## src/bus_pkg.sv

```systemverilog
// bus request type and address map for the CPU-side memory bus
// rd and wr are never high together; byte writes use wdata[7:0]
package bus_pkg;

  // ------------------------------
  // master request
  // ------------------------------

  typedef struct packed {
    // byte address
    logic [23:0] adr;
    logic        rd;
    logic        wr;
    // byte write, lane from adr[1:0]
    logic        ben;
    logic [31:0] wdata;
  } bus_req_t;

  // ------------------------------
  // address map
  // ------------------------------

  // decoder result for one access
  typedef enum logic [1:0] {
    region_ram,
    region_io,
    region_none
  } region_e;

  // adr[23:6] of the top 64 bytes
  localparam logic [17:0] IO_BASE_HI = 18'h3ffff;
  // adr[23:20] for ram
  localparam logic [3:0]  RAM_REGION = 4'h0;

endpackage

```

## src/bio.sv

```systemverilog
// board I/O: 8 LEDs out, 8 switches in
// switch reads lag the pins by two clocks
module bio (
  input  logic              clk,
  input  logic              rst,
  input  bus_pkg::bus_req_t req,
  input  logic              en,
  input  logic [7:0]        swi,
  output logic [7:0]        led,
  output logic [31:0]       rdata
);

  logic [7:0] swi_meta;
  logic [7:0] swi_sync;

  // two-stage synchroniser for the switch pins
  always_ff @(posedge clk) begin
    swi_meta <= swi;
    swi_sync <= swi_meta;
  end

  // led register, byte 0 of the written word
  always_ff @(posedge clk) begin
    if (rst) begin
      led <= 8'h0;
    end else if (en && req.wr) begin
      led <= req.wdata[7:0];
    end
  end

  // led readback in byte 1
  assign rdata = {16'h0, led, swi_sync};

endmodule

```

## config.mk

```make
export PLATFORM = sky130hd
export DESIGN_NAME = bio
export DESIGN_NICKNAME = d
export VERILOG_FILES = /design/src/bus_pkg.sv /design/src/bio.sv
export SDC_FILE = /design/constraint.sdc
export NUM_CORES = 1
export LEC_CHECK = 0
export ABC_AREA = 1
export ABC_CLOCK_PERIOD_IN_PS = 1500
export BUFFER_PORTS_ARGS = -buffer_cell sky130_fd_sc_hd__buf_2
export CAP_MARGIN = 30
export CORE_MARGIN = 1
export CORE_UTILIZATION = 33
export CTS_CLUSTER_SIZE = 25
export DETAILED_ROUTE_END_ITERATION = 12
export GPL_TIMING_DRIVEN = 0
export HOLD_SLACK_MARGIN = 0.03
export PLACE_DENSITY_LB_ADDON = 0.3
export SYNTH_ARGS = -nofsm -noshare
export SYNTH_HDL_FRONTEND = slang
export SYNTH_SLANG_ARGS = --single-unit
```

## constraint.sdc

```tcl
create_clock -name clk -period 1.5 [get_ports clk]
set_clock_uncertainty 0.1 [all_clocks]
set_input_delay 0.225 -clock clk [delete_from_list [all_inputs] [get_ports clk]]
set_output_delay 0.225 -clock clk [all_outputs]
set_load 0.005 [all_outputs]
```

Word level (Yosys, flattened, before mapping):

Cells that the tools add are included.

* logic and storage cells: 4
* bits in registers: 24
* input bits: 70
* output and inout port bits: 40

* reductions and logical operators: 1

Operators with widths (number)
* logical AND 1 bit: 1

Depth between registers and ports, before layout:

Gate-level depths: netlist of run 1.

* depth after elaboration: 1
* gate-level depth with buffers: 5
* gate-level depth less buffers: 4

Worst setup path after synthesis of run 1:

No wires, ideal clock.

* kind: input-to-reg
* from: in en
* to: reg led[5]
* cell stages on the path: 5
* setup time: 113 ps
* buffers on the path: 1
* path slack: 709 ps
* required time: 1287 ps
* data arrival time: 578 ps
* path through: nand2_2 > buf_6 > nand2_2 > nand2_1 > nor2_1

* longest elaborated chain between the ends: 1

Ends and longest elaborated chain
* start, declared: line bio.sv:7 `input logic en,`
* logical AND 1 bit: line bio.sv:26 `end else if (en && req.wr) begin`
* end signal, assigned: line bio.sv:27 `led <= req.wdata[7:0];`
* end, declared: line bio.sv:9 `output logic [7:0] led,`

No other way between the ends.
A chain may end at the register's enable or synchronous reset.

Final worst setup path of run 1:

* from: reg led[2]
* to: out rdata[10]

RTL lines
* end, declared: line bio.sv:10 `output logic [31:0] rdata`

No word-level cell between the ends.

==> reports/qor.txt, run 1 <==
Outcome = finished clean
Share of cells above drive strength 1 = 44.9%
Final Non-Filler Cells = 195
Pint = 1070 uW
Sink of the worst hold path = led[7]
First-pass GRT wire length = 2.47 mm
Num CTS Buffers = 3
Vias = 705
CTS H-tree depth = 1
Worst-path cell chain = buf_4 -> buf_2
Req. time, crit path = 1170 ps
Largest net degree at the start of global routing = 15
# diodes = 0
Post-CTS setup buffers = 0
Port Buffer Count = 43
Nets = 238
DIE HEIGHT = 52.5 um
Final min period = 1230 ps
TritonCTS clock tree = done
Main combinational cell family by area after synthesis = buffers and inverters
Crit Path Category = register to output port
Crit path buf inv count = 2
Vias in the first global route = 615
Clk buf depth = 2
Clock power share = 33.8%
Synth Area in Compound Gates = 0%
Hold Path Depth = 3
# resized after CTS = 0
Adder-cell share of the synthesized area = 0%
Main synth FF type = dfxtp_1
Cell area after synthesis = 841 um^2
Post-synth top area share = 57.1%
Drt drc = 0
Final setup violation count = 0
Reg2reg end = led[4]
Worst setup SP type = register
Final setup TNS = 0 ps
DR vias/cell = 3.62
Period utilization = 82.0%
Grt ovf = 0
Synth Area in XOR/XNOR = 0%
Max-cap violations = 0
Mean Syn Cell Area = 9.14 um^2
CP Max Fanout = 3
Routability congestion estimate = 0.622
Unique cell type count in the Yosys netlist = 8
Max-slew violation count = 0
Initial antenna violation count = 0
Final Hold Violating Endpoints = 0
Hold Startpoint = req[7]
Clock latency on the worst-skew pair = 310 ps
CP max stage delay = 350 ps
Clk slew on worst S/H paths = 130 ps
Cts hold-fix bufs = 13
DRT iter0 DRCs = 2
Synth area leader = dfxtp_1
I/O pins = 110
Pwr/cell area = 1010 nW/um^2
Routed Antenna Nets = 0
Clock sink count = 24
Site Rows = 17
VDD IR-drop max = 0.686 mV
Sequential Power Share = 51.5%
Fmax = 0.813 GHz
RSZ-0062 raised after global routing = no
Slowest stage cell, crit path = dfxtp_1
Crit. Startpoint = led[2]
Die area = 2750 um^2
CP delay by family, top = flip-flops
Placed insts = 178
Synth Area in Simple Gates = 15.6%
Comb pwr share = 14.7%
RR Startpoint = led[4]
Drt first pass iters = 4
Post-synth EDFFs = 0
Async set-reset flop share out of synthesis = 0%
Synth cell count leaders = 24 x buf_4, 24 x dfxtp_1, 16 x nor2_1
Gate count of the mapped netlist = 92
Synth-to-layout area growth = 58.2%
Sequential fraction of the synthesis area = 57.1%
Post-DP HPWL = 1.13 mm
Wirelength, routed = 1.63 mm
NetSw = 272 uW
Clk root buf = clkbuf_4
Reg2reg path depth = 4
Switching Share = 20.3%
Leakage = 0.000776 uW
YS warnings = 0
Initial Util = 36.6%
Reg-to-reg slack, setup = 730 ps
WP data arrival = 910 ps
Core ar. = 2300 um^2
Dominant cells by area after synthesis = dfxtp_1 57%, buf_4 21%, nor2_1 7.1%
Worst min-delay path class = input port to register
DIE WIDTH = 52.5 um
Synthesized flop and latch total = 24
Mux contribution to synthesized area = 0%
Gr usage total = 12.7%
Avg WL per Cell = 8.35 um
Worst Setup End Kind = output port
sequential cells by signal, indices dropped and copies added (netlist names):
register  cells
swi_sync      8
swi_meta      8
led           8
worst reg2reg max path, delay by kind of cell, from the launching register on:
kind	cells	cell delay (ps)
flops	1	370
simple gates	3	210
buf+inv	1	50
layout make-up:
type	instances	area, um^2
inverters	9	33.8
repair buffers	56	345
plain buffers	25	191
multi-input cells	49	191
flip-flops and latches	24	480
clock buffers	3	22.5
fillers	215	967
well taps	28	35.0
clock inverters	1	30.0
stage by stage:
stage | worst slack [ps] | utilization (%) | power [uW] | instance area [um^2] | hold WS [ps]
finish | 270 | 57.9 | 1340 | 1330 | 40.8
global route | 211 | 57.9 | 1410 | 1330 | 33.6
CTS | 254 | 57.9 | 1350 | 1330 | 31.6
detailed placement | 514 | 49.9 | 873 | 1150 | 212
global placement | 528 | 49.9 | 868 | 1150 | 212
floorplan | 709 | - | 803 | 897 | 153
cell usage in the layout (no fill, tap or decap):
cell	instances
nor2_1	16
buf_4	24
nand2_2	3
buf_6	1
dlygate4sd3_1	13
buf_2	43
bufinv_16	1
dfxtp_1	24
nand2_1	14
conb_1	16
inv_1	9
clkbuf_4	3
power by group through the flow:
stage | clock network (uW) | logic [uW] | registers [uW]
final | 453 | 197 | 690
after global routing | 494 | 220 | 695
after detailed placement | 0 | 168 | 705
after floorplan | 0 | 97.2 | 706
after global placement | 0 | 166 | 702
after CTS | 468 | 195 | 691
worst max-delay path by stage:
stage,to,slack [ps],cells after the start
floorplan,led[5],710,5
global placement,led[6],530,6
detailed placement,led[6],510,6
CTS,rdata[10],250,2
global route,rdata[14],210,2
finish,rdata[10],270,2
logic make-up (layout without fill, tap and decap cells):
family,after synthesis,after routing
buf+inv,34,94
simple gates,33,33
other cells,1,16
flops,24,24
per-layer routing:
layer | global-route usage [%] | share of wire [%]
met4 | 3.95 | 0.49
met1 | 10.7 | 41
met2 | 25.3 | 50
met3 | 6.09 | 8.4
met5 | 0 | 0
(Power assumes the default switching activity.)
==> inputs of run 2 (changes only) <==
ABC_AREA = 0   (was 1)
ABC_CLOCK_PERIOD_IN_PS = 1200   (was 1500)
CORE_UTILIZATION = 31   (was 33)
clock period = 1.2 ns   (was 1.5 ns; I/O delays follow)
==> run 2 against run 1 <==
Synthesized cell count shrank 15%; critical endpoint unchanged; critical path type unchanged; first-iteration DRC count grew to 2.5 times the previous value; sequential power rose by 24%; setup slack got worse by 220 ps; largest power group unchanged; clock power rose by 25%; clock-buffer cell count unchanged; register-to-register slack got worse by 400 ps; highest routed layer unchanged.
==> reports/qor.txt, run 2 <==
Grt ovf = 0 (unchanged)
RR Startpoint = led[6]
Largest net degree at the start of global routing = 15 (unchanged)
I/O pins = 110 (unchanged)
Reg-to-reg slack, setup = 330 ps (-400 ps)
Initial antenna violation count = 0 (unchanged)
Core ar. = 2570 um^2 (+12%)
Nets = 217 (-8.8%)
CTS H-tree depth = 1 (unchanged)
Largest regs = led (8), swi_meta (8), swi_sync (8)
Clock sink count = 24 (unchanged)
Post-synth EDFFs = 0 (unchanged)
Setup ws final = 46.1 ps (-224 ps)
Mean Syn Cell Area = 11.2 um^2 (+22%)
Drt drc = 0 (unchanged)
Sequential fraction of the synthesis area = 55.2% (-2.0 points)
Final setup violation count = 0 (unchanged)
Clk root buf = clkbuf_4
YS warnings = 0 (unchanged)
Req. time, crit path = 920 ps (-250 ps)
DRT iter0 DRCs = 5 (+3)
Gr usage total = 11.0% (-1.7 points)
Num CTS Buffers = 3 (unchanged)
Pwr/cell area = 1200 nW/um^2 (+19%)
TritonCTS clock tree = done
Vias in the first global route = 599 (-2.6%)
Site Rows = 18 (+1)
Outcome = finished clean
Drt first pass iters = 3 (-1)
Share of cells above drive strength 1 = 52.1% (+7.1 points)
CP Max Fanout = 3 (unchanged)
Die area = 3030 um^2 (+9.9%)
Total power = 1660 uW (+24%)
Cell area after synthesis = 871 um^2 (+3.6%)
Post-DP HPWL = 1.24 mm (+9.3%)
VDD IR-drop max = 1.09 mV (+59%)
Sequential Area = 490 um^2 (+2.1%)
DIE HEIGHT = 55 um (+4.8%)
Async set-reset flop share out of synthesis = 0% (unchanged)
Reg2reg path depth = 2 (-2)
Final min period = 1150 ps
WP data arrival = 870 ps (-40 ps)
Routed Antenna Nets = 0 (unchanged)
Unique cell type count in the Yosys netlist = 11 (+3)
DIE WIDTH = 55 um (+4.8%)
First-pass GRT wire length = 2.35 mm (-4.8%)
Worst setup SP type = register
# fillers = 243 (+13%)
Clk buf depth = 2 (unchanged)
Hold Path Depth = 3 (unchanged)
Main synth FF type = dfxtp_1
Fmax = 0.867 GHz
Clk slew on worst S/H paths = 120 ps (about the same)
Crit Path Category = register to output port
Post-CTS setup buffers = 0 (unchanged)
Avg WL per Cell = 9.53 um (+14%)
Max-cap violations = 0 (unchanged)
Initial Util = 33.9% (-2.7 points)
Synth cell count leaders = 24 x buf_4, 24 x dfxtp_1, 8 x a21oi_1, 8 x nand3_1, 5 x a21bo_1
Synthesized flop and latch total = 24 (unchanged)
Sink of the worst hold path = led[4]
Worst Setup End Kind = output port
# diodes = 0 (unchanged)
Dominant cells by area after synthesis = dfxtp_1 55%, buf_4 21%, a21bo_1 5.7%
Pre-CTS setup slack = 245 ps (-269 ps)
Leakage = 0.000704 uW (-9.3%)
Max-slew violation count = 0 (unchanged)
Vias = 680 (-3.5%)
Most common cell after layout, fill and taps aside = buf_2
Gate count of the mapped netlist = 78 (-15%)
Synth-to-layout area growth = 59.1%
Synth area leader = dfxtp_1
DR vias/cell = 3.86 (+6.9%)
Hold Startpoint = en
Wirelength, routed = 1.68 mm (+3.1%)
Final Hold Violating Endpoints = 0 (unchanged)
Reg2reg end = led[6]
Post-synth top area share = 55.2% (-2.0 points)
Routability congestion estimate = 0.656 (+5.4%)
Port Buffer Count = 40 (-7.0%)
Worst min-delay path class = input port to register
Period utilization = 96.2%
Commonest cells after routing, fill and taps aside = 33 x buf_2, 17 x buf_4, 16 x conb_1, 16 x dlygate4sd3_1, 16 x dfxtp_1
Area occupied by multi-input gates = 220 um^2 (+15%)
Clock latency on the worst-skew pair = 310 ps (about the same)
## run 2: cell count changes in the layout (fill, tap and decap cells not counted), sizes merged
cell         previous run  this run
buf                    68        62
dlygate4sd3            13        16
nor2                   16         0
a21oi                   0         8
inv                     9         0
a21bo                   0         8
nand2                  17         0
nand3                   0         8
## run 2: logic make-up (layout without fill, tap and decap cells)
family | count (synthesis) | after routing | share of synthesized area [%]
AND/OR/NAND/NOR | 8 | 8 | 4.60
flip-flops | 24 | 24 | 55.2
buffers and inverters | 29 | 82 | 26.0
AO/OA/AOI/OAI | 16 | 16 | 13.8
other | 1 | 16 | 0.431
## run 2: how the worst max path moves through the flow
stage | slack, ps | start | cells after the start | to
final | 50 | led[2] | 2 | rdata[10]
after global routing | -4 | led[2] | 2 | rdata[10]
after CTS | 6 | led[1] | 2 | rdata[9]
after detailed placement | 250 | req[33] | 4 | led[6]
after global placement | 270 | req[33] | 4 | led[6]
after floorplan | 320 | req[33] | 4 | led[5]
## run 2: cell type report
| cell class | count | share of cell area, % |
|---|---|---|
| flip-flops and latches | 24 | 35.4 |
| repair buffers | 56 | 29.6 |
| multi-input cells | 40 | 15.9 |
| plain buffers | 22 | 12.6 |
| well taps | 30 | 2.71 |
| clock inverters | 1 | 2.17 |
| clock buffers | 3 | 1.63 |
## run 2: what timing repair did
item,4_1_cts,5_1_grt
setup endpoints to repair,0,8
hold buffers,16,0
hold endpoints to repair,16,0
gates resized for setup,0,16
## run 2: worst max-delay path, stage by stage, from the launching register on
cell	delay [ps]
dfxtp_2	340
buf_4	130
buf_6	100
## run 2: layer usage
metal	global-route usage [%]	routed length, um	vias up
li1	-	-	350
met2	19.7	806	38
met3	3.28	148	2
met5	0	0	-
met4	5.00	11	0
met1	11.9	712	290
## run 2: power breakdown
group / switching [uW] / internal [uW]
Combinational: 78.7 / 153
Sequential: 16.6 / 840
Clock: 230 / 338
Total: 325 / 1330
## run 2: stage by stage
stage | std cells | utilization (%) | area (um^2) | setup TNS [ps] | hold slack [ps]
floorplan | 93 | - | 927 | 0 | 108
global placement | 163 | 45.4 | 1160 | 0 | 182
detailed placement | 163 | 45.4 | 1160 | 0 | 184
CTS | 183 | 53.7 | 1380 | 0 | 69.7
global route | 176 | 53.9 | 1390 | -3.93 | 57.5
finish | 176 | 53.9 | 1390 | 0 | 73.2
