**src/bus_pkg.sv**
```systemverilog
// bus request type and address map for the CPU-side memory bus
// rd and wr are never high together; byte writes use wdata[7:0]
package bus_pkg;

  // ------------------------------
  // master request
  // ------------------------------

  typedef struct packed {
    // byte address
    logic [23:0] adr;
    logic        rd;
    logic        wr;
    // byte write, lane from adr[1:0]
    logic        ben;
    logic [31:0] wdata;
  } bus_req_t;

  // ------------------------------
  // address map
  // ------------------------------

  // decoder result for one access
  typedef enum logic [1:0] {
    region_ram,
    region_io,
    region_none
  } region_e;

  // adr[23:6] of the top 64 bytes
  localparam logic [17:0] IO_BASE_HI = 18'h3ffff;
  // adr[23:20] for ram
  localparam logic [3:0]  RAM_REGION = 4'h0;

endpackage

```
**src/io_pkg.sv**
```systemverilog
// I/O slot numbers and serial port encodings
// slots are word addresses within the I/O region, taken from adr[5:2]
package io_pkg;

  // word slots in the I/O region
  typedef enum logic [3:0] {
    slot_tmr        = 4'd0,
    slot_bio        = 4'd1,
    slot_ser_data   = 4'd2,
    slot_ser_status = 4'd3
  } io_slot_e;

  // shared by tx and rx FSMs
  typedef enum logic [1:0] {
    idle,
    start,
    data,
    stop
  } ser_state_e;

  // status word bits
  localparam int SER_RX_READY = 0;
  localparam int SER_TX_BUSY  = 1;

endpackage

```
**src/ser.sv**
```systemverilog
// 8N1 serial port, CLKS_PER_BIT clocks per bit, at least 2
// tx drops writes while busy; an unread rx byte is overwritten
module ser #(
  parameter int CLKS_PER_BIT = 8
) (
  input  logic              clk,
  input  logic              rst,
  input  bus_pkg::bus_req_t req,
  input  logic              data_en,
  input  logic              ctrl_en,
  input  logic              rxd,
  output logic              txd,
  output logic [31:0]       rdata,
  output logic [31:0]       status
);
  import io_pkg::*;

  localparam int CW = (CLKS_PER_BIT > 1) ? $clog2(CLKS_PER_BIT) : 1;

  ser_state_e    tx_state;
  logic [CW-1:0] tx_cnt;
  logic [2:0]    tx_bit;
  logic [7:0]    tx_shift;
  logic          tx_last;
  logic          tx_busy;
  logic          tx_load;
  ser_state_e    rx_state;
  logic [CW-1:0] rx_cnt;
  logic [2:0]    rx_bit;
  logic [7:0]    rx_shift;
  logic [7:0]    rx_byte;
  logic          rx_meta;
  logic          rx_sync;
  logic          rx_half;
  logic          rx_full;
  logic          rx_done;
  logic          rx_ready;

  // ------------------------------
  // transmitter
  // ------------------------------

  assign tx_busy = (tx_state != idle);
  assign tx_load = (tx_state == idle) && data_en && req.wr;
  assign tx_last = (tx_cnt == CW'(CLKS_PER_BIT - 1));

  always_ff @(posedge clk) begin
    if (rst) begin
      tx_state <= idle;
      tx_cnt   <= '0;
      tx_bit   <= 3'd0;
      txd      <= 1'b1;
    end else begin
      tx_cnt <= tx_last ? '0 : tx_cnt + CW'(1);
      case (tx_state)
        idle: begin
          tx_cnt <= '0;
          if (tx_load) begin
            // start bit from the next clock
            tx_state <= start;
            txd      <= 1'b0;
          end
        end
        start: begin
          if (tx_last) begin
            tx_state <= data;
            tx_bit   <= 3'd0;
            txd      <= tx_shift[0];
          end
        end
        data: begin
          if (tx_last) begin
            if (tx_bit == 3'd7) begin
              tx_state <= stop;
              txd      <= 1'b1;
            end else begin
              // shift happens on this same edge
              tx_bit <= tx_bit + 3'd1;
              txd    <= tx_shift[1];
            end
          end
        end
        default: begin
          if (tx_last) begin
            tx_state <= idle;
          end
        end
      endcase
    end
  end

  // lsb first
  always_ff @(posedge clk) begin
    if (tx_load) begin
      tx_shift <= req.wdata[7:0];
    end else if ((tx_state == data) && tx_last) begin
      tx_shift <= {1'b0, tx_shift[7:1]};
    end
  end

  // ------------------------------
  // receiver
  // ------------------------------

  // counts from the start edge, so the full count lands mid-bit
  assign rx_half = (rx_cnt == CW'(CLKS_PER_BIT / 2 - 1));
  assign rx_full = (rx_cnt == CW'(CLKS_PER_BIT - 1));
  // mid-stop sample must be high
  assign rx_done = (rx_state == stop) && rx_full && rx_sync;

  always_ff @(posedge clk) begin
    if (rst) begin
      rx_meta  <= 1'b1;
      rx_sync  <= 1'b1;
      rx_state <= idle;
      rx_cnt   <= '0;
      rx_bit   <= 3'd0;
      rx_ready <= 1'b0;
    end else begin
      rx_meta <= rxd;
      rx_sync <= rx_meta;
      rx_cnt  <= rx_full ? '0 : rx_cnt + CW'(1);
      case (rx_state)
        idle: begin
          rx_cnt <= '0;
          if (!rx_sync) begin
            rx_state <= start;
          end
        end
        start: begin
          if (rx_half) begin
            rx_cnt <= '0;
            // glitch shorter than half a bit goes back to idle
            rx_state <= rx_sync ? idle : data;
            rx_bit   <= 3'd0;
          end
        end
        data: begin
          if (rx_full) begin
            rx_bit <= rx_bit + 3'd1;
            if (rx_bit == 3'd7) begin
              rx_state <= stop;
            end
          end
        end
        default: begin
          if (rx_full) begin
            rx_state <= idle;
          end
        end
      endcase
      // new byte wins over a same-cycle read
      if (rx_done) begin
        rx_ready <= 1'b1;
      end else if ((data_en && req.rd) || (ctrl_en && req.wr)) begin
        rx_ready <= 1'b0;
      end
    end
  end

  always_ff @(posedge clk) begin
    if ((rx_state == data) && rx_full) begin
      rx_shift <= {rx_sync, rx_shift[7:1]};
    end
    if (rx_done) begin
      rx_byte <= rx_shift;
    end
  end

  // ------------------------------
  // bus side
  // ------------------------------

  assign rdata = {24'h0, rx_byte};

  always_comb begin
    status               = 32'h0;
    status[SER_RX_READY] = rx_ready;
    status[SER_TX_BUSY]  = tx_busy;
  end

  // line idles high between frames
  assert property (@(posedge clk) disable iff (rst) (tx_state == idle) |-> txd);

endmodule

```
**config.mk**
```make
export PLATFORM = sky130hd
export DESIGN_NAME = ser
export DESIGN_NICKNAME = d
export VERILOG_FILES = /design/src/bus_pkg.sv /design/src/io_pkg.sv /design/src/ser.sv
export SDC_FILE = /design/constraint.sdc
export NUM_CORES = 1
export LEC_CHECK = 0
export ABC_AREA = 1
export BUFFER_PORTS_ARGS = -buffer_cell sky130_fd_sc_hd__buf_4
export CAP_MARGIN = 30
export CORE_MARGIN = 5
export CORE_UTILIZATION = 40
export DETAILED_ROUTE_END_ITERATION = 8
export GPL_TIMING_DRIVEN = 0
export PLACE_DENSITY_LB_ADDON = 0.15
export SYNTH_ARGS = -nofsm -noshare
export SYNTH_HDL_FRONTEND = slang
export SYNTH_SLANG_ARGS = --single-unit
```
**constraint.sdc**
```tcl
create_clock -name clk -period 2.1 [get_ports clk]
set_clock_uncertainty 0.1 [all_clocks]
set_input_delay 0.105 -clock clk [delete_from_list [all_inputs] [get_ports clk]]
set_output_delay 0.105 -clock clk [all_outputs]
set_load 0.005 [all_outputs]
```
* Word-level counts from Yosys, hierarchy flattened
Cells that the tools add are included.
** Word-level totals
- Bits in registers :: 44
- Logic and storage cells :: 93
- Output and inout bits :: 65
- Bits in latches :: 0
- Memories :: 0
- Bits in writable memories :: 0
- Input bits :: 64
- Bits in read-only memories :: 0
** Operators by class
- Bitwise logic cells :: 0
- Magnitude comparators :: 0
- Divide/modulo/power cells :: 0
- Shift-type cells :: 0
- Multiply operators :: 0
- Reduce and logical (&&, ||, !) cells :: 25
- Add/sub/neg operators :: 4
- Multiplexer cells :: 32
- Eq/ne operators :: 19
** Operator list (count)
- 2-bit 2-to-1 mux :: 11
- 3-bit 2-to-1 mux :: 7
- 2-bit inequality test, second input constant :: 9
- 3-bit case mux with 2 select lines :: 3
- 8-bit 2-to-1 mux :: 2
- 3-bit by 1-bit adder with 3-bit output, second input constant :: 4
- 3-bit == test, second input constant :: 4
- 2-bit case mux with 3 select lines :: 2
- 2-bit nonzero test :: 6
- 5-bit AND reduction :: 2
- 1-bit logical AND :: 8
- 4-bit AND reduction :: 2
- 2-bit == test, second input constant :: 3
- 1-bit 2-to-1 mux :: 6
- 3-bit nonzero test :: 2
- 2-bit by 1-bit == test with 1-bit output, second input constant :: 2
- 2-bit zero test :: 2
- 3-bit by 2-bit == test with 1-bit output, second input constant :: 1
- 1-bit case mux with 3 select lines :: 1
- 3-bit AND reduction :: 1
- 3-bit OR reduction :: 1
- 1-bit logical OR :: 1

* Depth between registers and ports, before layout
- Depth in word-level cells :: 5
- Depth in mapped cells :: 9
- Gate-level depth less buffers :: 9

* Worst setup path after synthesis
No wires, ideal clock.
- Kind :: reg-to-reg
- Start point :: register tx_cnt[0]
- End point :: register tx_shift[0], enable pin
- Cell stages (with the launch flop) :: 5
- Buffers on the path :: 0
- Arrival time :: 1.305 ns
- Required time :: 1.616 ns
- Slack :: 0.311 ns
- Period minus slack after synthesis :: 1.789 ns
- Library setup time :: 0.384 ns
- Cells stage by stage :: dfxtp_1 -> ha_1 -> ha_1 -> inv_1 -> o21ai_0
** Between the ends
- Longest elaborated chain between the ends :: 3
** Ends and longest elaborated chain
- from (decl) :: RTL line ser.sv:21 : logic [CW-1:0] tx_cnt;
- from (signal assigned) :: RTL line ser.sv:54 : tx_cnt <= tx_last ? '0 : tx_cnt + CW'(1);
- 3-bit == test :: RTL line ser.sv:45 : assign tx_last = (tx_cnt == CW'(CLKS_PER_BIT - 1));
- 1-bit logical AND :: RTL line ser.sv:96 : end else if ((tx_state == data) && tx_last) begin
- 2-bit nonzero test (no line)
- to (signal assigned) :: RTL line ser.sv:95 : tx_shift <= req.wdata[7:0];
- to (signal assigned) :: RTL line ser.sv:97 : tx_shift <= {1'b0, tx_shift[7:1]};
- to (decl) :: RTL line ser.sv:23 : logic [7:0] tx_shift;
Every way passes these cells.
A chain may end at the register's enable or synchronous reset.

* Worst setup path in the final report
- Start point :: register tx_state[1]
- End point :: register tx_shift[6], enable pin
** Between the ends
- Longest elaborated chain between the ends :: 4
- Elaborated cells between the ends (all ways) :: 6
- Classes of those cells :: eq/ne (1); reduce/logical (5)
** Ends and longest elaborated chain
- from (decl) :: RTL line ser.sv:20 : ser_state_e tx_state;
- from (signal assigned) :: RTL line ser.sv:49 : tx_state <= idle;
- from (signal assigned) :: RTL line ser.sv:60 : tx_state <= start;
- from (signal assigned) :: RTL line ser.sv:66 : tx_state <= data;
- 2-bit zero test :: RTL line ser.sv:44 : assign tx_load = (tx_state == idle) && data_en && req.wr;
- 1-bit logical AND (2 in series) :: RTL line ser.sv:44
- 2-bit nonzero test (no line) *
Every way passes the cells marked *; elsewhere a longest branch is shown, timed or not.

==> summary.md <==
| Metric | Value |
|---|---|
| Crit path max fanout | `9` |
| # IOs | `129` |
| DIE WIDTH | `86.36 um` |
| Mapped cell area | `2332 um^2` |
| Status | `finished clean` |
| Layout cell share with drive strength beyond 1 | `32.63%` |
| Syn_area_per_cell | `9.758 um^2` |
| Total negative slack | `0 ns` |
| Startpoint Class | `flop` |
| Nets | `409` |
| Final Cell Area | `2979 um^2` |
| Max-cap viol count | `0` |
| Detail-routed via count per cell | `3.933` |
| Antenna viol nets, final | `0` |
| Worst Hold Class | `input port to flop` |
| Clk buf depth | `2` |
| Pin count of the biggest net entering global routing | `16` |
| ANT cells | `0` |
| DRT Wirelength | `3.738 mm` |
| Slowest cell on crit path | `dfxtp_1` |
| Final critical-path share of the clock period | `88.16%` |
| Maximum vdd drop | `0.0003847 V` |
| Least-Margin Pin Slew | `0.6267 ns` |
| Critical path cell sequence | `inv_1 -> ha_1 -> nand3_2 -> o21ai_0 -> buf_2` |
| Critical path data required time | `2.00 ns` |
| Violation count after the first detailed-route iteration | `42` |
| Period minus WS final | `1.851 ns` |
| CTS root buf | `clkbuf_8` |
| Pre-Repair DR Iteration Count | `4` |
| Filler cells | `536` |
| DR DRC count | `0` |
| Dpl hpwl | `2.975 mm` |
| Via count | `1585` |
| P&R area growth vs syn | `27.74%` |
| Starting Density | `41.84%` |
| Post-Syn Instances | `239` |
| CP max stage delay | `0.34 ns` |
| Pwr Total | `2.543 mW` |
| Clock-pin slew on the worst setup and hold paths | `0.08 ns` |
| GRT Total Usage | `10.48%` |
| Max_slew headroom | `58.07%` |
| Multi-input gate area | `892.1 um^2` |
| Fmax | `540.1 MHz` |
| CP arrival | `1.75 ns` |
| Routability cong. | `0.8446` |
| TritonCTS clock tree | `built` |
| WHS | `0.005370 ns` |
| Resized Gates After CTS | `0` |
| Crit end category | `flop` |
| Seq cells post-synth | `44` |
| CTS buffer count | `5` |
| # rows | `27` |
| Die H | `86.36 um` |
| Clk_lat worst skew | `0.30 ns` |
| Dpl cell area | `2814 um^2` |
| FF+latch area | `1121 um^2` |
| DIE AREA | `7458 um^2` |
| Pre-CTS setup slack | `0.2480 ns` |
| Final setup viols | `0` |
| CP Class | `flop to flop` |
| CTS Sinks | `44` |
| WL/cell | `9.275 um` |
| Pwr dens | `853.7 nW/um^2` |
| Synth warn | `0` |
| First-pass GRT wire length | `6.189 mm` |
| Hold Path Depth | `3` |
| Distinct cells, synth | `24` |
| Grt ovf | `0` |
| RSZ-0062 raised after global routing | `false` |
| Leak | `1.470 nW` |
| R2R cell count | `5` |
| H-tree Lvls | `2` |
| Core outline area | `5574 um^2` |
| Post-route setup slack | `0.2485 ns` |
| Slew Limit Fails | `0` |
| Vias in the first global route | `1471` |
| Sequential area share after synthesis | `48.07%` |
| Initial antenna violation count | `0` |
| Input/output buffers | `25` |
| Final Hold Viols | `0` |
==> layout by cell type (no fill, tap or decap), drive strengths merged <==
master	Yosys	layout
dfxtp	20	20
edfxtp	24	24
nand4	3	3
o21ai	5	5
nand3	12	12
nand2	31	31
buf	57	83
conb	1	54
nor2	27	27
clkbuf	1	6
mux2	7	7
ha	15	15
dlygate4sd3	0	5
or2	3	3
inv	22	23
nor4	1	1
clkinvlp	0	1
nor3	1	1
bufinv	0	1
a21oi	8	8
and2	1	1
==> registers in the layout, summed over array words and instances (netlist names) <==
register / flops
rx_bit: 3
rx_meta: 1
rx_cnt: 3
rx_sync: 1
rx_shift: 8
txd: 1
rx_ready: 1
tx_bit: 3
rx_byte: 8
tx_shift: 8
tx_cnt: 3
tx_state: 2
rx_state: 2
==> area by class of cell <==
type / instances / share of cell area (%)
clock buffers: 5 / 2.310
multi-input cells: 168 / 29.95
well taps: 72 / 3.024
plain buffers: 58 / 14.62
flip-flops and latches: 44 / 37.63
clock inverters: 3 / 1.554
inverters: 22 / 2.772
repair buffers: 31 / 8.148
==> power by group <==
group	total (mW)	switching (mW)	internal, mW
clock network	0.656	0.298	0.358
logic	0.830	0.453	0.377
registers	1.06	0.0519	1.01
total	2.54	0.803	1.74
==> cells in the mapped netlist, drive strengths merged <==
master	n	area (um^2)
a21oi	8	40.04
and2	1	6.260
buf	57	431.7
clkbuf	1	3.750
conb	1	3.750
dfxtp	20	400.4
edfxtp	24	720.7
ha	15	187.7
inv	22	82.58
mux2	7	78.83
nand2	31	121.4
nand3	12	70.07
nand4	3	18.77
nor2	27	111.4
nor3	1	5.000
nor4	1	6.260
o21ai	5	25.02
or2	3	18.77
==> timing repair <==
action,in CTS,in global routing
hold endpoints to repair,3,1
hold buffers,4,1
buffers inserted,0,0
==> final timing paths <==
kind / startpoint / to / slack [ns]
max: tx_state[1] / tx_shift[6] / 0.25
min: req[7] / tx_shift[7] / 0.005
max reg2reg: tx_state[1] / tx_shift[6] / 0.25
min reg2reg: rx_shift[0] / rx_byte[0] / 0.32
==> metal layers <==
metal / vias to the layer above / routed length, um / GRT usage [%]
met1: 673 / 1654 / 13.42
met5: - / 0 / 0
met3: 8 / 323 / 3.517
met2: 65 / 1658 / 15.37
li1: 839 / - / -
met4: 0 / 102 / 5.949
==> stage by stage <==
step | std cells | util (%)
6_report | 403 | 53.45
5_1_grt | 403 | 53.45
4_1_cts | 402 | 53.27
3_5_place_dp | 390 | 50.48
3_3_place_gp | 389 | 50.39
2_1_floorplan | 292 | -
==> critical path: cells and delay by family, from the launching register on <==
family / cells / cell delay (ns)
AO/OA/AOI/OAI: 1 / 0.20
buffers and inverters: 2 / 0.37
adder cells (fa/ha/maj): 1 / 0.29
AND/OR/NAND/NOR: 1 / 0.25
flip-flops: 1 / 0.34
==> cells by family (layout without fill, tap and decap cells) <==
group / Yosys count / after routing / share of synthesized area (%)
compound gates: 13 / 13 / 2.790
fa+ha+maj: 15 / 15 / 8.047
buf+inv: 80 / 119 / 22.21
flops: 44 / 44 / 48.07
mux: 7 / 7 / 3.380
other cells: 1 / 54 / 0.1608
simple gates: 79 / 79 / 15.34
No activity file was read; power rests on OpenSTA's default activity.
