File: config.mk
export PLATFORM = sky130hd
export DESIGN_NAME = bus_decode
export DESIGN_NICKNAME = d
export VERILOG_FILES = /design/src/bus_pkg.sv /design/src/io_pkg.sv /design/src/bus_decode.sv
export SDC_FILE = /design/constraint.sdc
export NUM_CORES = 1
export LEC_CHECK = 0
export ABC_AREA = 1
export BUFFER_PORTS_ARGS = -buffer_cell sky130_fd_sc_hd__buf_2
export CORE_AREA = 2 2 99 101
export DETAILED_ROUTE_END_ITERATION = 10
export DIE_AREA = 0 0 101 103
export SLEW_MARGIN = 20
export SYNTH_ARGS = -nofsm -noshare
export SYNTH_HDL_FRONTEND = slang
export SYNTH_SLANG_ARGS = --single-unit
File: constraint.sdc
create_clock -name vclk -period 1.4
set_input_delay 0.21 -clock vclk [all_inputs]
set_output_delay 0.21 -clock vclk [all_outputs]
set_load 0.05 [all_outputs]
File: src/bus_pkg.sv
// bus request type and address map for the CPU-side memory bus
// rd and wr are never high together; byte writes use wdata[7:0]
package bus_pkg;

  // ------------------------------
  // master request
  // ------------------------------

  typedef struct packed {
    // byte address
    logic [23:0] adr;
    logic        rd;
    logic        wr;
    // byte write, lane from adr[1:0]
    logic        ben;
    logic [31:0] wdata;
  } bus_req_t;

  // ------------------------------
  // address map
  // ------------------------------

  // decoder result for one access
  typedef enum logic [1:0] {
    region_ram,
    region_io,
    region_none
  } region_e;

  // adr[23:6] of the top 64 bytes
  localparam logic [17:0] IO_BASE_HI = 18'h3ffff;
  // adr[23:20] for ram
  localparam logic [3:0]  RAM_REGION = 4'h0;

endpackage

File: src/io_pkg.sv
// I/O slot numbers and serial port encodings
// slots are word addresses within the I/O region, taken from adr[5:2]
package io_pkg;

  // word slots in the I/O region
  typedef enum logic [3:0] {
    slot_tmr        = 4'd0,
    slot_bio        = 4'd1,
    slot_ser_data   = 4'd2,
    slot_ser_status = 4'd3
  } io_slot_e;

  // shared by tx and rx FSMs
  typedef enum logic [1:0] {
    idle,
    start,
    data,
    stop
  } ser_state_e;

  // status word bits
  localparam int SER_RX_READY = 0;
  localparam int SER_TX_BUSY  = 1;

endpackage

File: src/bus_decode.sv
// address decoder and read mux, purely combinational
// unmapped reads return 0 and unmapped writes reach no slave
module bus_decode (
  input  bus_pkg::bus_req_t req,
  input  logic [31:0]       ram_rdata,
  input  logic              ram_wait,
  input  logic [31:0]       tmr_count,
  input  logic [31:0]       bio_rdata,
  input  logic [31:0]       ser_data,
  input  logic [31:0]       ser_status,
  output logic              ram_en,
  output logic              bio_en,
  output logic              ser_data_en,
  output logic              ser_ctrl_en,
  output logic [31:0]       rdata,
  output logic              memwait
);
  import bus_pkg::*;
  import io_pkg::*;

  region_e  region;
  io_slot_e slot;

  // ------------------------------
  // region and slot
  // ------------------------------

  always_comb begin
    if (req.adr[23:20] == RAM_REGION) begin
      region = region_ram;
    end else if (req.adr[23:6] == IO_BASE_HI) begin
      region = region_io;
    end else begin
      region = region_none;
    end
  end

  // word slot inside the I/O block
  assign slot = io_slot_e'(req.adr[5:2]);

  // one enable per slave, timer has none
  assign ram_en      = (region == region_ram);
  assign bio_en      = (region == region_io) && (slot == slot_bio);
  assign ser_data_en = (region == region_io) && (slot == slot_ser_data);
  assign ser_ctrl_en = (region == region_io) && (slot == slot_ser_status);

  // ------------------------------
  // read mux
  // ------------------------------

  always_comb begin
    rdata = 32'h0;
    case (region)
      region_ram: rdata = ram_rdata;
      region_io: begin
        case (slot)
          slot_tmr:        rdata = tmr_count;
          slot_bio:        rdata = bio_rdata;
          slot_ser_data:   rdata = ser_data;
          slot_ser_status: rdata = ser_status;
          default:         rdata = 32'h0;
        endcase
      end
      default: rdata = 32'h0;
    endcase
  end

  // only ram reads ever stall
  assign memwait = (region == region_ram) ? ram_wait : 1'b0;

  // master protocol and decoder exclusivity
  always_comb begin
    assert final (!(req.rd && req.wr));
    assert final ($onehot0({ram_en, bio_en, ser_data_en, ser_ctrl_en}));
  end

endmodule

Word level (Yosys, flattened, before mapping)
Index checks and enable logic that the tools add are counted.
- input bits: 220
- register bits after elaboration: 0
- logic and storage cells: 16
- output and inout bits: 37
- reductions and logical operators: 6
- mux-type cells: 5
- equal/unequal tests: 5
- operators by type and width (cell ; count):
    $pmux W32 S4 ; 1
    $pmux W32 S2 ; 1
    $eq A18 B18 Y1 const B ; 1
    $eq A4 B2 Y1 const B ; 2
    $logic_not A4 Y1 ; 2
    $eq A4 B1 Y1 const B ; 1
    $mux W2 ; 2
    $logic_and A1 B1 Y1 ; 3
    $eq A2 B1 Y1 const B ; 1
    $logic_not A2 Y1 ; 1
    $mux W1 ; 1

Depth between registers and ports, before layout
Gate-level depths: netlist (run 1).
- depth in word-level cells: 5
- depth in mapped cells: 7
- depth with buffers taken out: 6

Worst setup path after synthesis (run 1)
No wires, ideal clock.
- path type: input port to output port
- from: in req[40] (netlist name)
- to: out bio_en
- stages: 5
- arrival: 1.839 ns
- setup slack: -0.649 ns
- buffers on the path: 2
- data required time: 1.190 ns
- path through: nor2_2 -> buf_4 -> buf_2 -> nand2_1 -> nor3_1
- word-level cells in the longest chain between the ends: 2
- ends and longest elaborated chain (item ; line ; source):
    from (decl) ; bus_decode.sv:4 ; input bus_pkg::bus_req_t req,
    $eq A4 B1 Y1 ; bus_decode.sv:43 ; assign bio_en = (region == region_io) && (slot == slot_bio);
    $logic_and A1 B1 Y1 ; bus_decode.sv:43 ;
    to (decl) ; bus_decode.sv:12 ; output logic bio_en,
Every way passes these cells.

Worst setup path after layout (run 1)
- from: in req[40] (netlist name)
- to: out rdata[14]
- word-level cells in the longest chain between the ends: 3
- elaborated cells between the ends (all ways): 6
- those cells by class: 3 x eq/ne; 2 x mux; 1 x reduce/logical
- ends and longest elaborated chain (item ; line ; source):
    $eq A4 B2 Y1, or another cell as far along ; bus_decode.sv:56 ; case (slot)
    $pmux W32 S4 * ; bus_decode.sv:56 ;
    $pmux W32 S2 * ; bus_decode.sv:53 ; case (region)
    to (decl) ; bus_decode.sv:15 ; output logic [31:0] rdata,
Mark *: on every way between the ends. The rest lies on a longest branch, timed or not.

==> summary.txt, run 1 <==
Routing
  – Iter 0 DRT Violations: 151
  – Count of antenna-violating nets left after detailed routing: 0
  – Drt total wl: 10020 um
  – Count of TritonRoute iterations in the first routing pass: 4
  – Avg WL per Cell: 14.82 um
  – Per-cell via count in the routed design: 5.033
  – DRC viols: 0
  – DR vias: 3402

STA
  – Count of final hold-check violations: 0
  – Final Critical Period: 1.550 ns
  – Final period util: 110.7%
  – Final number of setup-violating endpoints: 35
  – Count of final max-slew check failures: 0
  – Worst slew margin: 84.16%
  – PnR worst setup slack: -0.1496 ns
  – Achievable Freq: 0.6453 GHz
  – Transition at the pin with the smallest max-transition slack: 0.2369 ns
  – RSZ-0062 raised after global routing: yes

Cells and area
  – Count of nets after finishing: 784
  – Reg area: 0 um^2
  – Fraction of final layout cells sized beyond drive strength 1: 61.39%
  – Ant diodes: 0
  – Count of flip-flops and latches: 0
  – Area grow syn2layout: 150.4%
  – Layout clock buffers: 0
  – Fraction of the core area covered by cells at the end of the flow: 42.70%

Global routing
  – Global-route wire length before repair: 13390 um
  – Number of global-route vias before repair: 3148
  – Initial antenna violation count: 0
  – Largest net degree at the start of global routing: 35
  – Global-route usage over all layers: 15.52%
  – Overall overflow remaining after global route: 0

Critical path
  – Type of the worst setup path: in -> out
  – Worst endpoint required time: 1.19 ns
  – Type of element launching the critical path: input pin
  – Largest fanout of any net on the critical path: 8
  – Arrival time at the worst endpoint: 1.34 ns
  – Critical Path Sink Type: primary output

Logic synthesis
  – Gate count of the mapped netlist: 331
  – Count of cell types in the netlist: 17
  – Post-Synthesis Cell Area: 1613 um^2
  – Ranking of synthesized cells by area: sky130_fd_sc_hd__nand3_1 41%, sky130_fd_sc_hd__nand2_1 26%, sky130_fd_sc_hd__nand4_1 12%
  – Most used standard cells in the synthesized netlist: 131 x sky130_fd_sc_hd__nand3_1, 110 x sky130_fd_sc_hd__nand2_1, 32 x sky130_fd_sc_hd__nand4_1
  – Share of Yosys cell area claimed by the top area cell type: 40.65%
  – Sequential cell area fraction in the yosys report: 0%
  – YS warnings: 0
  – Post-synthesis cell type with the largest combined area: sky130_fd_sc_hd__nand3_1
  – Synthesized net count: 551
  – Synthesized area per cell: 4.872 um^2
  – Most instantiated library cell after synthesis: sky130_fd_sc_hd__nand3_1

Power
  – Leak Pwr: 1.992 nW
  – Power Dens Cells: 220.2 nW/um^2
  – Worst supply voltage drop on vdd: 0.00007346 V

Floorplan
  – Boundary pin count: 257
  – Full die area: 10400 um^2
  – Effective utilization at floorplan: 17.05%
  – Chip Height: 103 um
  – Die width: 101 um
  – Rows: 36
  – Core region area: 9459 um^2

Run status
  – Violated checks: setup timing
  – Status: finished with violations

Worst hold path
  – HP Class: in -> out

Placed design
  – Post-detailed-placement half-perimeter wirelength: 6961 um
  – Final GP Congestion: 0.7530
  – Count of buffers inserted at the top-level ports: 220
  – Worst setup slack after placement: -0.2430 ns

Clock network
  – Hold bufs inserted after CTS: 0

Flow run
  – Maximum Capacitance Violations: 0
## cell families after synthesis
logic type	after synthesis	share of synthesized area, %
AND/OR/NAND/NOR	292	85.96
buffers and inverters	39	14.04
## power breakdown
| group | internal (mW) | switching (mW) | total, mW |
|---|---|---|---|
| Combinational | 0.470 | 0.420 | 0.889 |
| Clock | 0 | 0 | 0 |
| Sequential | 0 | 0 | 0 |
| Total | 0.470 | 0.420 | 0.889 |
## cells in the final DEF (no fill, tap or decap)
cell type	n
sky130_fd_sc_hd__nand2_4	3
sky130_fd_sc_hd__clkbuf_16	5
sky130_fd_sc_hd__buf_12	15
sky130_fd_sc_hd__nor2_1	3
sky130_fd_sc_hd__nor2_4	5
sky130_fd_sc_hd__nand3_2	15
sky130_fd_sc_hd__inv_4	1
sky130_fd_sc_hd__buf_6	22
sky130_fd_sc_hd__nor3_4	4
sky130_fd_sc_hd__nand4_1	32
sky130_fd_sc_hd__buf_4	11
sky130_fd_sc_hd__nand3_1	116
sky130_fd_sc_hd__nand2_1	61
sky130_fd_sc_hd__clkbuf_4	2
sky130_fd_sc_hd__nor2_2	6
sky130_fd_sc_hd__inv_1	5
sky130_fd_sc_hd__nand2_2	47
sky130_fd_sc_hd__buf_16	3
sky130_fd_sc_hd__inv_2	1
sky130_fd_sc_hd__buf_2	172
sky130_fd_sc_hd__buf_8	33
## path summary, 6_finish.rpt
kind,from,end,slack [ns],cells past startpoint
worst max-delay path,req[40],rdata[14],-0.15,10
worst min-delay path,ram_rdata[21],rdata[21],0.75,4
## worst max-delay path: stages
cell and delay [ns]:
sky130_fd_sc_hd__buf_6 0.10, sky130_fd_sc_hd__nor2_4 0.11, sky130_fd_sc_hd__buf_12 0.14, sky130_fd_sc_hd__buf_12 0.15, sky130_fd_sc_hd__clkbuf_16 0.17, sky130_fd_sc_hd__nand3_2 0.07, sky130_fd_sc_hd__nand4_1 0.09, sky130_fd_sc_hd__nand2_1 0.07
sky130_fd_sc_hd__nand2_2 0.08, sky130_fd_sc_hd__buf_8 0.14
## area by class of cell
class | count | area (um^2)
fillers | 948 | 5420
repair buffers | 263 | 2210
multi-input cells | 292 | 1658
well taps | 114 | 142.6
inverters | 7 | 28.78
## per-stage QoR
stage          total power, mW  std cells  hold WS, ns  area, um^2  setup TNS (ns)
2_1_floorplan           0.2848        331       0.6352        1724        -0.02989
3_3_place_gp            0.6704        661       0.7850        3131          -6.645
3_5_place_dp            0.6797        661       0.7861        3131          -6.694
4_1_cts                 0.7819        667       0.7535        3656          -3.300
5_1_grt                 0.9494        676       0.7615        4039          -5.649
6_report                0.8894        676       0.7490        4039          -3.391
## per-layer routing
metal  vias up  track usage [%]  part of all wire, %
met4         0            3.950                  2.3
met1      1548            15.20                   35
li1       1623                -                    -
met5         -                0                    0
met3        26            1.695                  7.9
met2       205            33.74                   55
## what timing repair did
item	in CTS	in global routing
pin swaps	8	25
resized for setup	116	59
cloned	4	6
buffers inserted	2	4
setup endpoints to repair	35	36
(Power assumes the default switching activity.)
==> inputs of run 2 (changes only) <==
ABC_AREA = default   (was 1)
==> run 2 against run 1 <==
The flow still finishes with violations (setup timing). Highest routed layer unchanged. Critical path type unchanged. First-iteration DRC count shrank 8.6%. Sequential cell count is the same. Die area is the same. Utilization shrank 2.3 points.
==> summary.txt, run 2 <==
Run status
  – Status: finished with violations
  – Violated checks: setup timing

Critical path
  – Type of the worst setup path: in -> out
  – Arrival time at the worst endpoint: 1.56 ns
  – Largest fanout of any net on the critical path: 7
  – Worst endpoint required time: 1.19 ns
  – Type of element launching the critical path: input pin
  – Cell chain of the critical path: buf_12 > buf_12 > buf_12 > mux2_4 > a222oi_1 > buf_4 > o21ai_4 > buf_6
  – Critical Path Sink Type: primary output
  – Buf+Inv Stages, Crit Path: 5
  – Max incr delay on CP: 0.29 ns
  – Top cell by count, worst path: sky130_fd_sc_hd__buf_12
  – Crit path max-delay cell type: sky130_fd_sc_hd__mux2_4
  – Category of cells accounting for the largest share of critical-path delay: buffers and inverters

Routing
  – Iter 0 DRT Violations: 138
  – Avg WL per Cell: 16.84 um
  – DRC viols: 0
  – Count of antenna-violating nets left after detailed routing: 0
  – DR vias: 2535
  – Count of TritonRoute iterations in the first routing pass: 6
  – Per-cell via count in the routed design: 4.729
  – Drt total wl: 9025 um

Logic synthesis
  – Sequential cell area fraction in the yosys report: 0%
  – Ranking of synthesized cells by area: sky130_fd_sc_hd__mux2_2 29%, sky130_fd_sc_hd__a222oi_1 26%, sky130_fd_sc_hd__o21ai_1 13%
  – Count of cell types in the netlist: 20
  – Post-Synthesis Cell Area: 1240 um^2
  – Synthesized area per cell: 7.381 um^2
  – Post-synthesis cell type with the largest combined area: sky130_fd_sc_hd__mux2_2
  – Share of Yosys cell area claimed by the top area cell type: 29.06%
  – Gate count of the mapped netlist: 168
  – Most used standard cells in the synthesized netlist: 35 x sky130_fd_sc_hd__nand2_1, 32 x sky130_fd_sc_hd__a222oi_1, 32 x sky130_fd_sc_hd__mux2_2, 32 x sky130_fd_sc_hd__o21ai_1, 6 x sky130_fd_sc_hd__clkbuf_1
  – YS warnings: 0
  – Most instantiated library cell after synthesis: sky130_fd_sc_hd__nand2_1
  – Synthesized net count: 388

Floorplan
  – Die width: 101 um
  – Core region area: 9459 um^2
  – Boundary pin count: 257
  – Rows: 36
  – Full die area: 10400 um^2
  – Effective utilization at floorplan: 13.11%
  – Chip Height: 103 um

Power
  – Internal Pwr Total: 0.5131 mW
  – Flop pwr share: 0%
  – Leak Pwr: 1.820 nW
  – Portion of total power attributed to the clock network: 0%
  – P_sw: 0.3541 mW
  – Power Dens Cells: 227.0 nW/um^2
  – Proportion of power drawn by combinational gates: 100.0%
  – Share of total power consumed by net switching: 40.83%
  – Worst supply voltage drop on vdd: 0.0001036 V

STA
  – Transition at the pin with the smallest max-transition slack: 0.6434 ns
  – Count of final hold-check violations: 0
  – Worst Hold Margin: 0.7563 ns
  – Final number of setup-violating endpoints: 36
  – Achievable Freq: 0.5642 GHz
  – Aggregate negative setup slack: -9.633 ns
  – PnR worst setup slack: -0.3725 ns
  – Count of final max-slew check failures: 0
  – Final period util: 126.6%
  – Worst slew margin: 57.11%
  – RSZ-0062 raised after global routing: yes
  – Final Critical Period: 1.773 ns

Cells and area
  – Top library cells by usage in the layout, fill and taps aside: 174 x sky130_fd_sc_hd__buf_2, 48 x sky130_fd_sc_hd__buf_6, 34 x sky130_fd_sc_hd__nand2_1
  – Fraction of the core area covered by cells at the end of the flow: 40.38%
  – Ant diodes: 0
  – Count of nets after finishing: 644
  – Area grow syn2layout: 208.1%
  – Layout clock buffers: 0
  – Reg area: 0 um^2
  – Fraction of final layout cells sized beyond drive strength 1: 83.18%
  – Leading cell type in the layout, fill and taps excluded: sky130_fd_sc_hd__buf_2
  – Count of flip-flops and latches: 0

Global routing
  – Global-route wire length before repair: 12290 um
  – Largest net degree at the start of global routing: 19
  – Number of global-route vias before repair: 2498
  – Overall overflow remaining after global route: 0
  – Global-route usage over all layers: 14.77%
  – Initial antenna violation count: 0

Flow run
  – Maximum Capacitance Violations: 0

Placed design
  – Post-detailed-placement half-perimeter wirelength: 6649 um
  – Count of buffers inserted at the top-level ports: 220
  – Final GP Congestion: 0.8292

Worst hold path
  – HP Class: in -> out

Clock network
  – Hold bufs inserted after CTS: 0
run 2: cell types whose count changed in the layout (fill, tap and decap cells not counted), moves of 7 or more:
cell / delta
sky130_fd_sc_hd__nand2_1: -27
sky130_fd_sc_hd__nand3_2: -15
sky130_fd_sc_hd__nand3_1: -116
sky130_fd_sc_hd__nand2_2: -47
sky130_fd_sc_hd__nand4_1: -28
sky130_fd_sc_hd__o21ai_4: +30
sky130_fd_sc_hd__a222oi_1: +32
sky130_fd_sc_hd__buf_6: +26
sky130_fd_sc_hd__buf_8: -26
sky130_fd_sc_hd__buf_4: +21
sky130_fd_sc_hd__mux2_4: +30
sky130_fd_sc_hd__buf_12: -7
run 2: power groups by stage:
stage               clock network (mW)  logic, mW  registers (mW)
floorplan                            0      0.375               0
global placement                     0      0.749               0
detailed placement                   0      0.763               0
CTS                                  0      0.857               0
global route                         0      0.921               0
finish                               0      0.867               0
run 2: worst paths after layout:
check	start	endpoint	slack, ns	cells past startpoint
max	req[37]	rdata[0]	-0.37	8
min	ram_rdata[21]	rdata[21]	0.76	4
run 2: final cells by class:
cell class                 instances  area, um^2
multi-input combinational        147        1622
tap                              114       142.6
inverter                           1       6.256
fill                             929        5639
timing repair buffer             274        2049
run 2: repair_timing:
| item | 4_1_cts | 5_1_grt |
|---|---|---|
| buffers inserted | 5 | 1 |
| hold endpoints to repair | 0 | 0 |
| gates cloned | 6 | 2 |
| pin swaps | 35 | 27 |
| setup endpoints to repair | 37 | 37 |
| resized for setup | 115 | 12 |
run 2: layer usage:
| layer | routed length (um) | track usage (%) | vias to the layer above | share of wire (%) |
|---|---|---|---|---|
| met5 | 0 | 0 | - | 0 |
| met1 | 3426 | 17.08 | 1191 | 38 |
| met3 | 529 | 1.288 | 8 | 5.9 |
| li1 | - | - | 1213 | - |
| met4 | 88 | 1.247 | 0 | 0.98 |
| met2 | 4980 | 30.26 | 123 | 55 |
run 2: cells by family (layout without fill, tap and decap cells):
kind of cell	after synthesis	after routing	synth area share, %
and+or+nand+nor	51	51	21.19
muxes	32	32	29.06
AOI/OAI and AO/OA	64	64	38.75
buffers and inverters	21	275	11.00
run 2: through the flow:
stage / worst slack (ns) / std cells / total power [mW] / cell area [um^2]
5_1_grt: -0.4239 / 536 / 0.9211 / 3820
3_5_place_dp: -0.5657 / 531 / 0.7632 / 3264
3_3_place_gp: -0.5285 / 531 / 0.7492 / 3264
6_report: -0.3725 / 536 / 0.8672 / 3820
4_1_cts: -0.4077 / 538 / 0.8570 / 3759
2_1_floorplan: -0.1938 / 168 / 0.3751 / 1790
